[src/common/buzzerPkg.sv]
`default_nettype none

package buzzerPkg;

	typedef logic [31:0] busAddr;
	typedef logic [31:0] busData;
	typedef logic [15:0] noteWord;  // beat in 11:8 and tune in 7:0
	typedef logic [7:0]  tuneIdx;   // zero is a rest
	typedef logic [3:0]  beatCode;  // zero ends the score
	typedef logic [3:0]  regOffset;
	typedef logic [1:0]  transCode;

	typedef enum logic [2:0] {
		stIdle,
		stRequest,
		stWaitNote,
		stPlay,
		stDone
	} voiceState;

	// register map
	localparam regOffset regCtrl     = 4'h0;
	localparam regOffset regBgmStart = 4'h4;
	localparam regOffset regSfxStart = 4'h8;
	localparam regOffset regStatus   = 4'hC;

	// control bits
	localparam int bitBgmPlay   = 0;
	localparam int bitCyclic    = 1;
	localparam int bitBgmStop   = 2;
	localparam int bitSfxPlay   = 3;

	// status bits
	localparam int bitBgmPlaying = 0;
	localparam int bitSfxPlaying = 1;

	localparam transCode transIdle   = 2'd0;
	localparam transCode transNonSeq = 2'd2;

endpackage

`default_nettype wire

[src/common/noteFetchIf.sv]
`timescale 1ns/1ps
`default_nettype none

interface noteFetchIf
	import buzzerPkg::*;
();

	logic    req;   // one-cycle pulse
	busAddr  addr;  // stable until done
	logic    done;
	noteWord note;  // valid with done

	modport ctrl (
		output req,
		output addr,
		input  done,
		input  note
	);

	modport fetch (
		input  req,
		input  addr,
		output done,
		output note
	);

endinterface

`default_nettype wire

[src/common/toneIf.sv]
`timescale 1ns/1ps
`default_nettype none

interface toneIf
	import buzzerPkg::*;
();

	logic    start;     // begins a note
	tuneIdx  tune;      // held for the whole note
	beatCode beat;
	logic    beatDone;

	modport ctrl (output start, output tune, output beat, input beatDone);

	modport gen (input start, input tune, input beat, output beatDone);

endinterface

`default_nettype wire

[src/buzzerRegs.sv]
`timescale 1ns/1ps
`default_nettype none

module buzzerRegs
	import buzzerPkg::*;
(
	input  wire           clk,
	input  wire           rst_n,
	input  wire           HSEL,
	input  wire           HREADY,
	input  wire           HWRITE,
	input  wire transCode HTRANS,
	input  wire busAddr   HADDR,
	input  wire busData   HWDATA,
	input  wire           bgmFinished,
	input  wire           sfxFinished,
	output busData        HRDATA,
	output logic          HREADYOUT,
	output logic [1:0]    HRESP,
	output logic          playBgm,
	output logic          playSfx,
	output logic          cyclic,
	output logic          stopBgm,
	output busAddr        bgmStart,
	output busAddr        sfxStart
);

	logic     accept;
	logic     wrPend;      // write data phase in progress
	regOffset addrQ;
	logic     ctrlWr;
	logic     bgmPlaying;
	logic     sfxPlaying;

	assign accept = HSEL && HREADY && HTRANS == transNonSeq;
	assign ctrlWr = wrPend && addrQ == regCtrl;

	// ~~~~~~~~~~~~~~~~~~~~~~~~~~~~~~~~~~~~~~~~~~~~~~~~~~~~~~~~~~~~~~~~~~
	// address phase

	always_ff @(posedge clk or negedge rst_n) begin
		if (!rst_n) begin
			wrPend <= 1'b0;
			addrQ  <= '0;
		end else if (HREADY) begin
			wrPend <= accept && HWRITE;
			if (accept)
				addrQ <= HADDR[3:0];
		end
	end

	// ~~~~~~~~~~~~~~~~~~~~~~~~~~~~~~~~~~~~~~~~~~~~~~~~~~~~~~~~~~~~~~~~~~
	// data phase

	always_ff @(posedge clk or negedge rst_n) begin
		if (!rst_n) begin
			cyclic   <= 1'b0;
			stopBgm  <= 1'b0;
			bgmStart <= '0;
			sfxStart <= '0;
		end else begin
			stopBgm <= ctrlWr && HWDATA[bitBgmStop];
			if (ctrlWr)
				cyclic <= HWDATA[bitCyclic];
			if (wrPend && addrQ == regBgmStart)
				bgmStart <= HWDATA;
			if (wrPend && addrQ == regSfxStart)
				sfxStart <= HWDATA;
		end
	end

	always_ff @(posedge clk or negedge rst_n) begin
		if (!rst_n) begin
			bgmPlaying <= 1'b0;
			sfxPlaying <= 1'b0;
		end else begin
			if (ctrlWr && HWDATA[bitBgmStop])
				bgmPlaying <= 1'b0;      // stop wins over play
			else if (ctrlWr && HWDATA[bitBgmPlay])
				bgmPlaying <= 1'b1;
			else if (bgmFinished)
				bgmPlaying <= 1'b0;
			if (ctrlWr && HWDATA[bitSfxPlay])
				sfxPlaying <= 1'b1;
			else if (sfxFinished)
				sfxPlaying <= 1'b0;
		end
	end

	always_comb begin
		HRDATA = '0;
		case (addrQ)
			regCtrl: begin
				HRDATA[bitBgmPlay] = bgmPlaying;
				HRDATA[bitCyclic]  = cyclic;
				HRDATA[bitSfxPlay] = sfxPlaying;
			end
			regBgmStart: HRDATA = bgmStart;
			regSfxStart: HRDATA = sfxStart;
			regStatus: begin
				HRDATA[bitBgmPlaying] = bgmPlaying;
				HRDATA[bitSfxPlaying] = sfxPlaying;
			end
			default: HRDATA = '0;
		endcase
	end

	assign HREADYOUT = 1'b1;  // no wait states
	assign HRESP     = 2'b00;
	assign playBgm   = bgmPlaying;
	assign playSfx   = sfxPlaying;

endmodule

`default_nettype wire

[src/voice/voiceCtrl.sv]
`timescale 1ns/1ps
`default_nettype none

module voiceCtrl
	import buzzerPkg::*;
(
	input  wire         clk,
	input  wire         rst_n,
	input  wire         play,
	input  wire         cyclic,
	input  wire         stop,
	input  wire busAddr startAddr,
	output logic        finished,
	noteFetchIf.ctrl    fetch,
	toneIf.ctrl         tone
);

	voiceState state;
	busAddr    addrCnt;   // address of the word being fetched or played
	noteWord   noteQ;
	logic      startQ;
	beatCode   nextBeat;

	assign nextBeat = fetch.note[11:8];

	// ~~~~~~~~~~~~~~~~~~~~~~~~~~~~~~~~~~~~~~~~~~~~~~~~~~~~~~~~~~~~~~~~~~
	// score sequencer

	always_ff @(posedge clk or negedge rst_n) begin
		if (!rst_n) begin
			state   <= stIdle;
			addrCnt <= '0;
			startQ  <= 1'b0;
		end else begin
			// a stop also restarts toneGen with a zero beat to silence it
			startQ <= stop || (state == stWaitNote && fetch.done && nextBeat != '0);
			if (stop) begin
				state <= stIdle;
			end else begin
				case (state)
					stIdle: begin
						if (play) begin
							addrCnt <= startAddr;
							state   <= stRequest;
						end
					end
					stRequest: state <= stWaitNote;  // req pulses here
					stWaitNote: begin
						if (fetch.done) begin
							if (nextBeat != '0) begin
								state <= stPlay;
							end else if (cyclic) begin
								addrCnt <= startAddr;  // wrap the score
								state   <= stRequest;
							end else begin
								state <= stDone;
							end
						end
					end
					stPlay: begin
						if (tone.beatDone) begin
							addrCnt <= addrCnt + 32'd4;
							state   <= stRequest;
						end
					end
					stDone:  state <= stIdle;
					default: state <= stIdle;
				endcase
			end
		end
	end

	// current note word
	always_ff @(posedge clk) begin
		if (stop)
			noteQ[11:8] <= '0;
		else if (state == stWaitNote && fetch.done)
			noteQ <= fetch.note;
	end

	assign fetch.req  = state == stRequest;
	assign fetch.addr = addrCnt;
	assign tone.start = startQ;
	assign tone.tune  = noteQ[7:0];
	assign tone.beat  = noteQ[11:8];
	assign finished   = state == stDone;

endmodule

`default_nettype wire

[src/voice/noteFetch.sv]
`timescale 1ns/1ps
`default_nettype none

module noteFetch
	import buzzerPkg::*;
(
	input  wire         clk,
	input  wire         rst_n,
	input  wire         HREADY,
	input  wire busData HRDATA,
	output busAddr      HADDR,
	output transCode    HTRANS,
	output logic        HWRITE,
	noteFetchIf.fetch   fetch
);

	logic    addrPhase;
	logic    dataPhase;
	logic    doneQ;
	noteWord noteQ;

	always_ff @(posedge clk or negedge rst_n) begin
		if (!rst_n) begin
			addrPhase <= 1'b0;
			dataPhase <= 1'b0;
			doneQ     <= 1'b0;
		end else begin
			addrPhase <= fetch.req;         // single NONSEQ cycle
			doneQ     <= dataPhase && HREADY;
			if (addrPhase)
				dataPhase <= 1'b1;
			else if (dataPhase && HREADY)
				dataPhase <= 1'b0;          // wait states hold it open
		end
	end

	always_ff @(posedge clk) begin
		if (dataPhase && HREADY)
			noteQ <= HRDATA[15:0];  // low half-word only
	end

	assign HADDR      = fetch.addr;
	assign HTRANS     = addrPhase ? transNonSeq : transIdle;
	assign HWRITE     = 1'b0;  // read only
	assign fetch.done = doneQ;
	assign fetch.note = noteQ;

endmodule

`default_nettype wire

[src/voice/toneGen.sv]
`timescale 1ns/1ps
`default_nettype none

module toneGen #(
	parameter int beatUnit = 16,
	parameter int toneUnit = 4
) (
	input  wire  clk,
	input  wire  rst_n,
	output logic pwm,
	toneIf.gen   tone
);

	localparam int beatW = 4 + $clog2(beatUnit + 1);
	localparam int halfW = 8 + $clog2(toneUnit + 1);

	logic [beatW-1:0] beatLen;
	logic [beatW-1:0] beatCnt;
	logic [halfW-1:0] halfLen;
	logic [halfW-1:0] halfCnt;
	logic             active;   // note in progress
	logic             pwmQ;
	logic             beatEnd;

	assign beatLen = beatW'(tone.beat) * beatW'(beatUnit);
	assign halfLen = halfW'(tone.tune) * halfW'(toneUnit);
	assign beatEnd = active && beatCnt == '0;

	// ~~~~~~~~~~~~~~~~~~~~~~~~~~~~~~~~~~~~~~~~~~~~~~~~~~~~~~~~~~~~~~~~~~
	// beat and half-period counters

	always_ff @(posedge clk or negedge rst_n) begin
		if (!rst_n) begin
			active  <= 1'b0;
			beatCnt <= '0;
			halfCnt <= '0;
			pwmQ    <= 1'b0;
		end else if (tone.start) begin
			active  <= tone.beat != '0;  // zero beat just silences
			beatCnt <= beatLen - 1'b1;
			halfCnt <= halfLen - 1'b1;
			pwmQ    <= 1'b0;             // each note starts low
		end else if (active) begin
			if (beatEnd)
				active <= 1'b0;
			else
				beatCnt <= beatCnt - 1'b1;
			if (halfCnt == '0) begin
				halfCnt <= halfLen - 1'b1;
				pwmQ    <= pwmQ ^ (tone.tune != '0);  // rest never toggles
			end else begin
				halfCnt <= halfCnt - 1'b1;
			end
		end
	end

	assign tone.beatDone = beatEnd;
	assign pwm           = pwmQ && active;

endmodule

`default_nettype wire

[src/Buzzer.sv]
`timescale 1ns/1ps
`default_nettype none

module Buzzer
	import buzzerPkg::*;
#(
	parameter int beatUnit = 16,
	parameter int toneUnit = 4
) (
	input  wire           clk,
	input  wire           rst_n,
	input  wire           HSEL,
	input  wire           HREADY,
	input  wire           HWRITE,
	input  wire transCode HTRANS,
	input  wire busAddr   HADDR,
	input  wire busData   HWDATA,
	output busData        HRDATA,
	output logic          HREADYOUT,
	output logic [1:0]    HRESP,
	output busAddr        bgmHADDR,
	output transCode      bgmHTRANS,
	output logic          bgmHWRITE,
	input  wire busData   bgmHRDATA,
	input  wire           bgmHREADY,
	output busAddr        sfxHADDR,
	output transCode      sfxHTRANS,
	output logic          sfxHWRITE,
	input  wire busData   sfxHRDATA,
	input  wire           sfxHREADY,
	output logic          PWM,
	output logic          BeatFinIRQ
);

	logic   playBgm;
	logic   playSfx;
	logic   cyclic;
	logic   stopBgm;
	busAddr bgmStart;
	busAddr sfxStart;
	logic   bgmFinished;
	logic   sfxFinished;
	logic   pwmBgm;
	logic   pwmSfx;

	noteFetchIf bgmFetch ();
	noteFetchIf sfxFetch ();
	toneIf      bgmTone ();
	toneIf      sfxTone ();

	buzzerRegs regs (
		.clk, .rst_n, .HSEL, .HREADY, .HWRITE, .HTRANS, .HADDR, .HWDATA,
		.bgmFinished, .sfxFinished, .HRDATA, .HREADYOUT, .HRESP,
		.playBgm, .playSfx, .cyclic, .stopBgm, .bgmStart, .sfxStart
	);

	// ~~~~~~~~~~~~~~~~~~~~~~~~~~~~~~~~~~~~~~~~~~~~~~~~~~~~~~~~~~~~~~~~~~
	// background voice

	voiceCtrl bgmCtrl (
		.clk, .rst_n, .play(playBgm), .cyclic, .stop(stopBgm),
		.startAddr(bgmStart), .finished(bgmFinished), .fetch(bgmFetch), .tone(bgmTone)
	);

	noteFetch bgmFetcher (
		.clk, .rst_n, .HREADY(bgmHREADY), .HRDATA(bgmHRDATA),
		.HADDR(bgmHADDR), .HTRANS(bgmHTRANS), .HWRITE(bgmHWRITE), .fetch(bgmFetch)
	);

	toneGen #(.beatUnit(beatUnit), .toneUnit(toneUnit)) bgmGen (
		.clk, .rst_n, .pwm(pwmBgm), .tone(bgmTone)
	);

	// ~~~~~~~~~~~~~~~~~~~~~~~~~~~~~~~~~~~~~~~~~~~~~~~~~~~~~~~~~~~~~~~~~~
	// sound effect voice

	voiceCtrl sfxCtrl (
		.clk, .rst_n, .play(playSfx), .cyclic(1'b0), .stop(1'b0),
		.startAddr(sfxStart), .finished(sfxFinished), .fetch(sfxFetch), .tone(sfxTone)
	);

	noteFetch sfxFetcher (
		.clk, .rst_n, .HREADY(sfxHREADY), .HRDATA(sfxHRDATA),
		.HADDR(sfxHADDR), .HTRANS(sfxHTRANS), .HWRITE(sfxHWRITE), .fetch(sfxFetch)
	);

	toneGen #(.beatUnit(beatUnit), .toneUnit(toneUnit)) sfxGen (
		.clk, .rst_n, .pwm(pwmSfx), .tone(sfxTone)
	);

	// sound effect owns the pin while it plays
	assign PWM        = playSfx ? pwmSfx : pwmBgm;
	assign BeatFinIRQ = playSfx ? sfxTone.beatDone : bgmTone.beatDone;

endmodule

`default_nettype wire

[config.mk]
export PLATFORM = sky130hd
export DESIGN_NAME = Buzzer
export DESIGN_NICKNAME = d
export VERILOG_FILES = /design/src/common/buzzerPkg.sv /design/src/common/noteFetchIf.sv /design/src/common/toneIf.sv /design/src/buzzerRegs.sv /design/src/voice/voiceCtrl.sv /design/src/voice/noteFetch.sv /design/src/voice/toneGen.sv /design/src/Buzzer.sv
export SDC_FILE = /design/constraint.sdc
export NUM_CORES = 1
export LEC_CHECK = 0
export ABC_AREA = 1
export BUFFER_PORTS_ARGS = -buffer_cell sky130_fd_sc_hd__buf_2
export CAP_MARGIN = 20
export CORE_MARGIN = 3
export CORE_UTILIZATION = 38
export CTS_BUF_LIST = sky130_fd_sc_hd__clkbuf_4
export DETAILED_ROUTE_END_ITERATION = 10
export HOLD_SLACK_MARGIN = 0.05
export PLACE_DENSITY = 0.56
export SLEW_MARGIN = 20
export SYNTH_ARGS = -nofsm -noshare
export SYNTH_HDL_FRONTEND = slang
export SYNTH_SLANG_ARGS = --single-unit
[constraint.sdc]
create_clock -name clk -period 1.7 [get_ports clk]
set_input_delay 0.085 -clock clk [delete_from_list [all_inputs] [get_ports clk]]
set_output_delay 0.085 -clock clk [all_outputs]
set_load 0.005 [all_outputs]
# Word-level counts from Yosys, hierarchy flattened

Cells that the tools add are included.

Reduce and logical (&&, ||, !) cells: 53
Bitwise gates (word level): 3
Mux-type cells: 62
$add $sub $neg: 10
Equal/unequal tests: 25

Operators with widths:

| cell                                                                   | count |
|---|---|
| 32-bit two-way mux                                                     | 7 |
| 32-bit one-hot mux with 3 select lines                                 | 1 |
| 11-bit two-way mux                                                     | 6 |
| 32-bit by 3-bit adder with 32-bit output (second input constant)       | 2 |
| 32-bit one-hot mux with 2 select lines                                 | 1 |
| 28-bit one-hot mux with 2 select lines                                 | 1 |
| 9-bit two-way mux                                                      | 6 |
| 3-bit two-way mux                                                      | 10 |
| 3-bit one-hot mux with 4 select lines                                  | 2 |
| 1-bit two-way mux                                                      | 23 |
| 11-bit logical NOT                                                     | 2 |
| 10-bit by 1-bit subtractor with 11-bit output (second input constant)  | 2 |
| 11-bit by 1-bit subtractor with 11-bit output (second input constant)  | 2 |
| 1-bit logical AND                                                      | 19 |
| 9-bit logical NOT                                                      | 2 |
| 8-bit by 1-bit subtractor with 9-bit output (second input constant)    | 2 |
| 9-bit by 1-bit subtractor with 9-bit output (second input constant)    | 2 |
| 2-bit nonzero test                                                     | 8 |
| 4-bit nonzero test                                                     | 4 |
| 8-bit nonzero test                                                     | 2 |
| 3-bit by 2-bit equality test with 1-bit output (second input constant) | 4 |
| 2-bit != test (second input constant)                                  | 6 |
| 2-bit AND reduction                                                    | 6 |
| 3-bit AND reduction                                                    | 3 |
| 19 further kinds                                                       | 30 |

Bits in registers: 243
Output and inout bits: 107

# Logic depth before layout (Yosys ltp)

Gate-level depths: netlist of run 1.

Depth in word-level cells: 5
Depth in mapped cells: 13
Gate-level depth less buffers: 11

# Modules after synthesis

A second synthesis of run 1 with hierarchy kept.

Cells, all modules: 1983
Area total of the unflattened synthesis: 14512.7 µm²

Modules (own cells, without submodules):

| module               | area an instance (µm²) | sequential area each (µm²) | instances | cells each |
|---|---|---|---|---|
| toneGen              | 1651.6                 | 550.5                      | 2         | 248 |
| buzzerRegs           | 3240.6                 | 1826.8                     | 1         | 369 |
| voiceCtrl at bgmCtrl | 3139.3                 | 1221.2                     | 1         | 497 |
| voiceCtrl at sfxCtrl | 3110.5                 | 1221.2                     | 1         | 491 |
| noteFetch            | 844.6                  | 555.5                      | 2         | 61 |
| Buzzer               | 30.0                   | 0.0                        | 1         | 8 |

# Least setup slack after synthesis of run 1

OpenSTA, ideal clock, no wires.

Kind: register -> register
Start: register bgmGen.beatCnt[0]
End: register bgmCtrl.addrCnt[26], in the netlist bgmCtrl.fetch.addr[26]
Data required time: 1583 ps
Period minus slack after synthesis: 1671 ps
Stages on the path, launching flop included: 13
Data arrival time: 1554 ps
Setup slack: 29 ps
Path through: dfrtp_1 > inv_1 > ha_1 > nand2_1 > nor2_1 > nand3_1 > nand2_1 > inv_2 > nor2_8 > inv_4 > buf_6 > nand2_1 > nand2_1

Cells in the longest elaborated chain, start to end: 4

RTL lines:

| what                                 | line            | source |
|---|---|---|
| start, declared                      | toneGen.sv:18   | `logic [beatW-1:0] beatCnt;` |
| start signal, assigned               | toneGen.sv:40   | `beatCnt <= beatLen - 1'b1;` |
| start signal, assigned               | toneGen.sv:47   | `beatCnt <= beatCnt - 1'b1;` |
| 9-bit logical NOT                    | toneGen.sv:27   | `assign beatEnd = active && beatCnt == '0;` |
| 1-bit logical AND                    | toneGen.sv:27   |  |
| 2-bit != test (no source line)       | n/a             |  |
| 7-bit AND reduction (no source line) | n/a             |  |
| end signal, assigned                 | voiceCtrl.sv:43 | `addrCnt <= startAddr;` |
| end signal, assigned                 | voiceCtrl.sv:53 | `addrCnt <= startAddr;` |
| end signal, assigned                 | voiceCtrl.sv:62 | `addrCnt <= addrCnt + 32'd4;` |
| end, declared                        | voiceCtrl.sv:19 | `busAddr addrCnt;` |

Every way passes these cells.
A chain may end at the register's enable or synchronous reset.

# Worst setup path after layout of run 1

Start: register sfxGen.beatCnt[1]
End: output port BeatFinIRQ

Cells in the longest elaborated chain, start to end: 3

RTL lines:

| what                   | line          | source |
|---|---|---|
| start, declared        | toneGen.sv:18 |  |
| start signal, assigned | toneGen.sv:40 |  |
| start signal, assigned | toneGen.sv:47 |  |
| 9-bit logical NOT      | toneGen.sv:27 |  |
| 1-bit logical AND      | toneGen.sv:27 |  |
| 1-bit two-way mux      | Buzzer.sv:93  | `assign BeatFinIRQ = playSfx ? sfxTone.beatDone : bgmTone.beatDone;` |
| end, declared          | Buzzer.sv:32  | `output logic BeatFinIRQ` |

Every way passes these cells.

==> results of run 1 <==
[report_power, final]
part	leakage (nW)	total [mW]	switching [mW]	internal (mW)
sequential	2.67	10.5	2.24	8.22
clock	0.541	5.66	2.71	2.95
combinational	6.08	16.3	9.32	7.03
total	9.30	32.5	14.3	18.2
[flip-flops by register name (all words and copies together) (netlist names), 3 cells and up]
signal and count:
sfxCtrl.noteQ 12, bgmCtrl.fetch.addr 32, bgmCtrl.noteQ 12, sfxCtrl.fetch.addr 32, sfxCtrl.state 3, regs.addrQ 4
regs.sfxStart 32, bgmGen.beatCnt 9, bgmCtrl.state 3, sfxFetcher.fetch.note 12, sfxGen.halfCnt 11, sfxGen.beatCnt 9
bgmFetcher.fetch.note 12, regs.bgmStart 32, bgmGen.halfCnt 11
[final timing paths]
path	startpoint	end	cells past startpoint	slack, ns
hold reg to reg	bgmFetcher.fetch.note[4]	bgmCtrl.noteQ[4]	0	0.41
setup / recovery	sfxGen.beatCnt[1]	BeatFinIRQ	8	-0.44
setup reg to reg	sfxGen.beatCnt[1]	sfxGen.beatCnt[4]	17	-0.35
max in group asynchronous	rst_n	bgmCtrl.fetch.addr[9]	4	0.82
min in group asynchronous	rst_n	bgmGen.beatCnt[0]	4	0.55
hold / removal	bgmHRDATA[10]	bgmFetcher.fetch.note[10]	2	0.11
[metal layers]
layer / track usage / up-vias
met2: 0.391 / 384
met4: 0.0762 / 0
li1: - / 6637
met3: 0.0432 / 86
met1: 0.302 / 6342
met5: 0 / -
[cell usage in the layout, fill, tap and decap left out, types with 16 or more instances in the layout]
master	netlist	layout
nand3_1	146	115
a21oi_1	24	23
buf_6	7	28
nor2_1	193	163
o21ai_0	167	146
nor2_4	2	18
dfrtp_1	195	190
inv_1	196	185
nor2_2	2	16
buf_4	10	112
buf_2	10	161
nand2_1	585	524
nand2_4	0	17
dlygate4sd3_1	0	90
nand3b_1	19	19
edfxtp_1	44	44
nand2_2	6	50
nand3_2	1	27
clkbuf_4	0	102
xor2_1	19	19
clkinv_1	0	16
[cell families (layout without fill, tap and decap cells)]
kind of cell | count (synthesis) | count (layout) | share of synthesized area
adder cells (fa/ha/maj) | 14 | 14 | 0.0132
XOR/XNOR | 28 | 28 | 0.0185
other | 2 | 8 | 0.000568
AO/OA/AOI/OAI | 235 | 235 | 0.0956
multiplexers | 3 | 3 | 0.00246
flip-flops | 243 | 243 | 0.475
buffers and inverters | 260 | 757 | 0.0818
AND/OR/NAND/NOR | 996 | 997 | 0.313
[critical path, cell delays in order, from the launching register on]
cell and delay (ns):
dfrtp_1 0.38, inv_2 0.09, ha_4 0.15, nand2_4 0.06, nor2_4 0.15, nand3_4 0.10
buf_6 0.14, mux2i_4 0.15, buf_2 0.14
[area by class of cell]
class	count	area (µm²)	area share
multi-input cells	1284	6730	0.358
flip-flops and latches	243	6290	0.334
repair buffers	422	3480	0.185
inverters	203	805	0.0428
clock buffers	102	766	0.0407
well taps	448	561	0.0298
clock inverters	28	154	0.00818
repair inverters	2	17.5	0.000931
diodes	1	2.50	0.000133
[through the flow]
step	area, µm²	hold slack, ns	std cells	worst slack, ns	utilization
after global placement	15300	0.0643	2452	-0.0342	0.450
after detailed placement	15300	0.0632	2452	-0.112	0.450
after floorplan	13300	-0.211	1786	0.0288	-
after global routing	18800	0.0725	2733	-0.585	0.554
after CTS	17600	0.0528	2690	-0.518	0.518
final	18800	0.112	2733	-0.445	0.554
[timing repair]
item	in CTS	in global routing
cloned	3	12
buffers inserted	16	32
hold buffers	90	1
resized for setup	77	229
pin swaps	13	71
endpoints found under the setup margin	76	127
endpoints found under the hold margin	307	1
==> impl_results.md, run 1 <==
* H-tree depth at 3
* Initial core utilization at 0.390
* Clock Path Buffers at 3
* Total gr overflow at 0
* Largest area contributor in the netlist: dfrtp_1
* Post-synth top area share at 0.369
* Failing checks: negative setup slack
* Data arrival, critical path at 2.06 ns
* Final Worst Setup Slack at -0.445 ns
* Synth warn at 0
* Via count at 13,400
* Clock transition at path regs at 0.06 ns
* Clock Skew at 0.0630 ns
* First-pass GRT wire length at 67.9 mm
* DR iter-0 viols at 799
* Critical Path Fanout Max at 2
* Crit share post-route at 1.26
* DR pass1 iterations at 5
* Final setup vio count at 81
* Synth top area cells: dfrtp_1 (37%), nand2_1 (17%), edfxtp_1 (10%)
* Die X at 193 µm
* Most frequent cell after synthesis: nand2_1
* Leakage at 9.30 nW
* Area delta synth->final at 42.2%
* Startpoint Class: flip-flop
* Core footprint at 34,000 µm²
* Largest net degree at the start of global routing at 47
* DR WL met2 at 21.6 mm
* Die area at 37,100 µm²
* Dominant synthesized flop cell: dfrtp_1
* Tmin final at 2.14 ns
* Synth cell count leaders: nand2_1 (585), inv_1 (196), dfrtp_1 (195)
* Clk root buf: clkbuf_4
* RSZ-0062 raised after global routing: yes
* Clock Sink Count at 243
* DRC at 0
* DPL Wire Length at 30.3 mm
* Setup TNS at -18.64 ns
* Fill count at 3,238
* Yosys reg bits at 243
* WP data required at 1.62 ns
* Outcome: finished with violations
* Crit end category: output port
* TritonCTS clock tree: built
* # IOs at 244
* EDFF count, synth at 44
* PD cells at 1730 nW/µm²
* Die Y at 193 µm
* Syn Area/Cell at 7.43 µm²
* Max Slew Vio Count at 0
* Vias per cell at 4.92
* Met3 WL at 2.40 mm
* Uppermost layer routed: met4
* PortBufs at 168
* Final Net Count at 2,380
* Mapped Cells at 1,781
* Share of cells above drive strength 1 at 0.287
* Met1 WL at 19.4 mm
* Post-Syn Area at 13,200 µm²
* Critical path class: reg -> out
* Drt wl/cell at 16.3 µm
* Global Route Usage Sum at 0.232
* Total Power at 32.5 mW
* Initial antenna violation count at 1
* Clock Latency Late Sink at 0.72 ns
* RePlAce Congestion at 0.925
* Max-Cap Viols at 0
* Seq/Total Area, Yosys at 0.475
* Final Hold Viols at 0
* CTS Buf Count at 73
* Worst vdd ir at 0.000834 V
* Rows at 67
* Worst min path class: in -> reg
* Routed wire length at 44.6 mm
* Yosys cell types at 42
* Rel. slew slack at 0.581
* Antenna viol nets, final at 0
* Ys async rst share at 0.802
* Vias in the first global route at 13,000
* FMAX at 0.466 GHz
* Worst slew pin tran at 0.628 ns
Power figures use the tool's default switching activity.
==> run 2, diff against run 1 <==
CORE_UTILIZATION = 45   (was 38)
PLACE_DENSITY = 0.63   (was 0.56)
clock period = 2.4 ns   (was 1.7 ns; I/O delays follow)
==> run 2 against run 1 <==
The flow now finishes without violations. Clock skew shrank 0.0027 ns. Global-route usage grew 1.5 points. Clock-buffer cell count shrank 3. Core utilization grew 0.82 points. Sequential share of layout area grew 5.3 points. Via count shrank 6.7%. Power shrank 41%. Cell count shrank 8.4%. Final area shrank 14%. Critical path depth shrank 1.
==> impl_results.md, run 2 (synthesized netlist as in run 1, its figures left out) <==
* RePlAce Congestion at 0.943
* Critical path class: reg -> out
* Die area at 31,500 µm²
* Core footprint at 28,900 µm²
* Worst path cell trace: nor2_4 -> nand3_4 -> buf_6 -> inv_2 -> buf_6 -> a22o_1 -> buf_2
* H-tree depth at 3
* Most common cell on crit path: buf_6
* Hold-critical path depth at 2
* Multi-input logic area at 5940 µm²
* Max-Cap Viols at 0
* Share of cells above drive strength 1 at 0.166
* Finished Layout Cells at 2,503
* Final Hold Viols at 0
* Max Slew Vio Count at 0
* Clock Sink Count at 243
* Rel. slew slack at 0.602
* Worst Setup SP: regs.addrQ[1]
* Vias in the first global route at 12,000
* Tmin final at 2.29 ns
* Worst r2r src: regs.addrQ[1]
* PD cells at 1180 nW/µm²
* TritonCTS clock tree: built
* Clock Latency Late Sink at 0.71 ns
* Commonest non-fill, non-tap cell in the layout: nand2_1
* Fill count at 2,818
* Via count at 12,600
* PortBufs at 168
* DR pass1 iterations at 7
* Rows at 62
* Clock share of power at 0.200
* Worst slew pin tran at 0.596 ns
* Gate power share at 0.413
* Placed Cells at 2,308
* Switch share at 0.436
* Critical Path Fanout Max at 11
* Sequential power share at 0.387
* Startpoint Class: flip-flop
* Hold path endpoint: sfxFetcher.fetch.note[6]
* Leakage at 8.21 nW
* Data arrival, critical path at 2.17 ns
* Final setup vio count at 0
* Outcome: finished clean
* Clock Skew at 0.0602 ns
* Die X at 177 µm
* Reg2reg setup slack at 0.28 ns
* Antenna viol nets, final at 0
* R2R Path End: regs.playBgm
* FMAX at 0.437 GHz
* Commonest cells after routing, fill and taps aside: nand2_1 (582), inv_1 (195), dfrtp_1 (195)
* Slowest-stage cell, CP: dfrtp_1
* Clock Path Buffers at 3
* Register area at 6280 µm²
* Worst min path class: in -> reg
* Worst path top cell family by delay: buffers and inverters
* Initial antenna violation count at 2
* DRC at 0
* Internal power at 10.8 mW
* Total gr overflow at 0
* Clock transition at path regs at 0.07 ns
* Routed wire length at 38.9 mm
* WP data required at 2.28 ns
* Max incr delay on CP at 0.41 ns
* Worst vdd ir at 0.000512 V
* Vias per cell at 5.01
* Initial core utilization at 0.459
* Global Route Usage Sum at 0.248
* Net Sw Power at 8.38 mW
* Clk root buf: clkbuf_4
* Final Net Count at 2,226
* Area delta synth->final at 22.6%
* Hold wc startpoint: sfxHRDATA[6]
* Crit share post-route at 0.953
* Drt wl/cell at 15.5 µm
* Largest net degree at the start of global routing at 58
* Buffers & Inverters on Critical Path at 4
* DR iter-0 viols at 1,085
* First-pass GRT wire length at 61.9 mm
* Crit end category: output port
* # IOs at 244
* Die Y at 177 µm
* Worst Reg-to-Reg Cells at 8
* CTS Buf Count at 72
* Util after Layout at 0.562
* DPL Wire Length at 27.2 mm
[run 2: worst register-to-register path, delay by kind of cell, from the launching register on]
family	cells	cell delay, ns
buf+inv	3	0.81
compound gates	1	0.06
simple gates	4	0.74
flops	1	0.41
[run 2: layout make-up]
class / count / share of cell area
tap: 384 / 0.0296
sequential: 243 / 0.387
inverter: 203 / 0.0472
multi-input combinational: 1283 / 0.366
clock inverter: 18 / 0.00694
timing repair buffer: 272 / 0.117
clock buffer: 99 / 0.0458
antenna: 1 / 0.000154
[run 2: metal layers]
| layer | up-vias | routed length, µm | global-route usage |
|---|---|---|---|
| li1 | 6317 | - | - |
| met1 | 5779 | 17100 | 0.325 |
| met2 | 375 | 18000 | 0.402 |
| met3 | 77 | 2610 | 0.0554 |
| met4 | 2 | 1160 | 0.0920 |
| met5 | - | 7 | 0 |
[run 2: per-stage QoR]
stage / area (µm²) / total power, mW / setup TNS (ns) / worst slack, ns / hold slack (ns)
after floorplan: 13300 / 12.6 / 0 / 0.729 / -0.176
after global placement: 14500 / 15.0 / 0 / 0.440 / 0.160
after detailed placement: 14500 / 15.3 / 0 / 0.405 / 0.165
after CTS: 16200 / 19.3 / 0 / 0.00993 / 0.0559
after global routing: 16200 / 21.0 / -0.0296 / -0.0126 / 0.0874
final: 16200 / 19.2 / 0 / 0.112 / 0.133
[run 2: power by group through the flow]
stage,sequential (mW),combinational [mW],clock (mW)
global placement,7.43,7.61,0
finish,7.44,7.93,3.85
detailed placement,7.46,7.80,0
floorplan,7.01,5.58,0
CTS,7.42,7.94,3.99
global route,7.69,9.15,4.18
[run 2: what timing repair did]
item / 4_1_cts / 5_1_grt
buffers inserted: 0 / 2
pin swaps: 0 / 1
hold endpoints to repair: 308 / 0
hold buffers: 74 / 0
gates resized for setup: 4 / 14
gates cloned: 0 / 1
endpoints found under the setup margin: 16 / 16
[run 2: worst max path at each step]
stage                        endpoint  cells after the start
2_1_floorplan  bgmCtrl.fetch.addr[26]                     12
3_3_place_gp   bgmCtrl.fetch.addr[26]                     11
3_5_place_dp   bgmCtrl.fetch.addr[22]                     11
4_1_cts                     HRDATA[2]                      7
5_1_grt                     HRDATA[1]                      8
6_report                    HRDATA[2]                      7
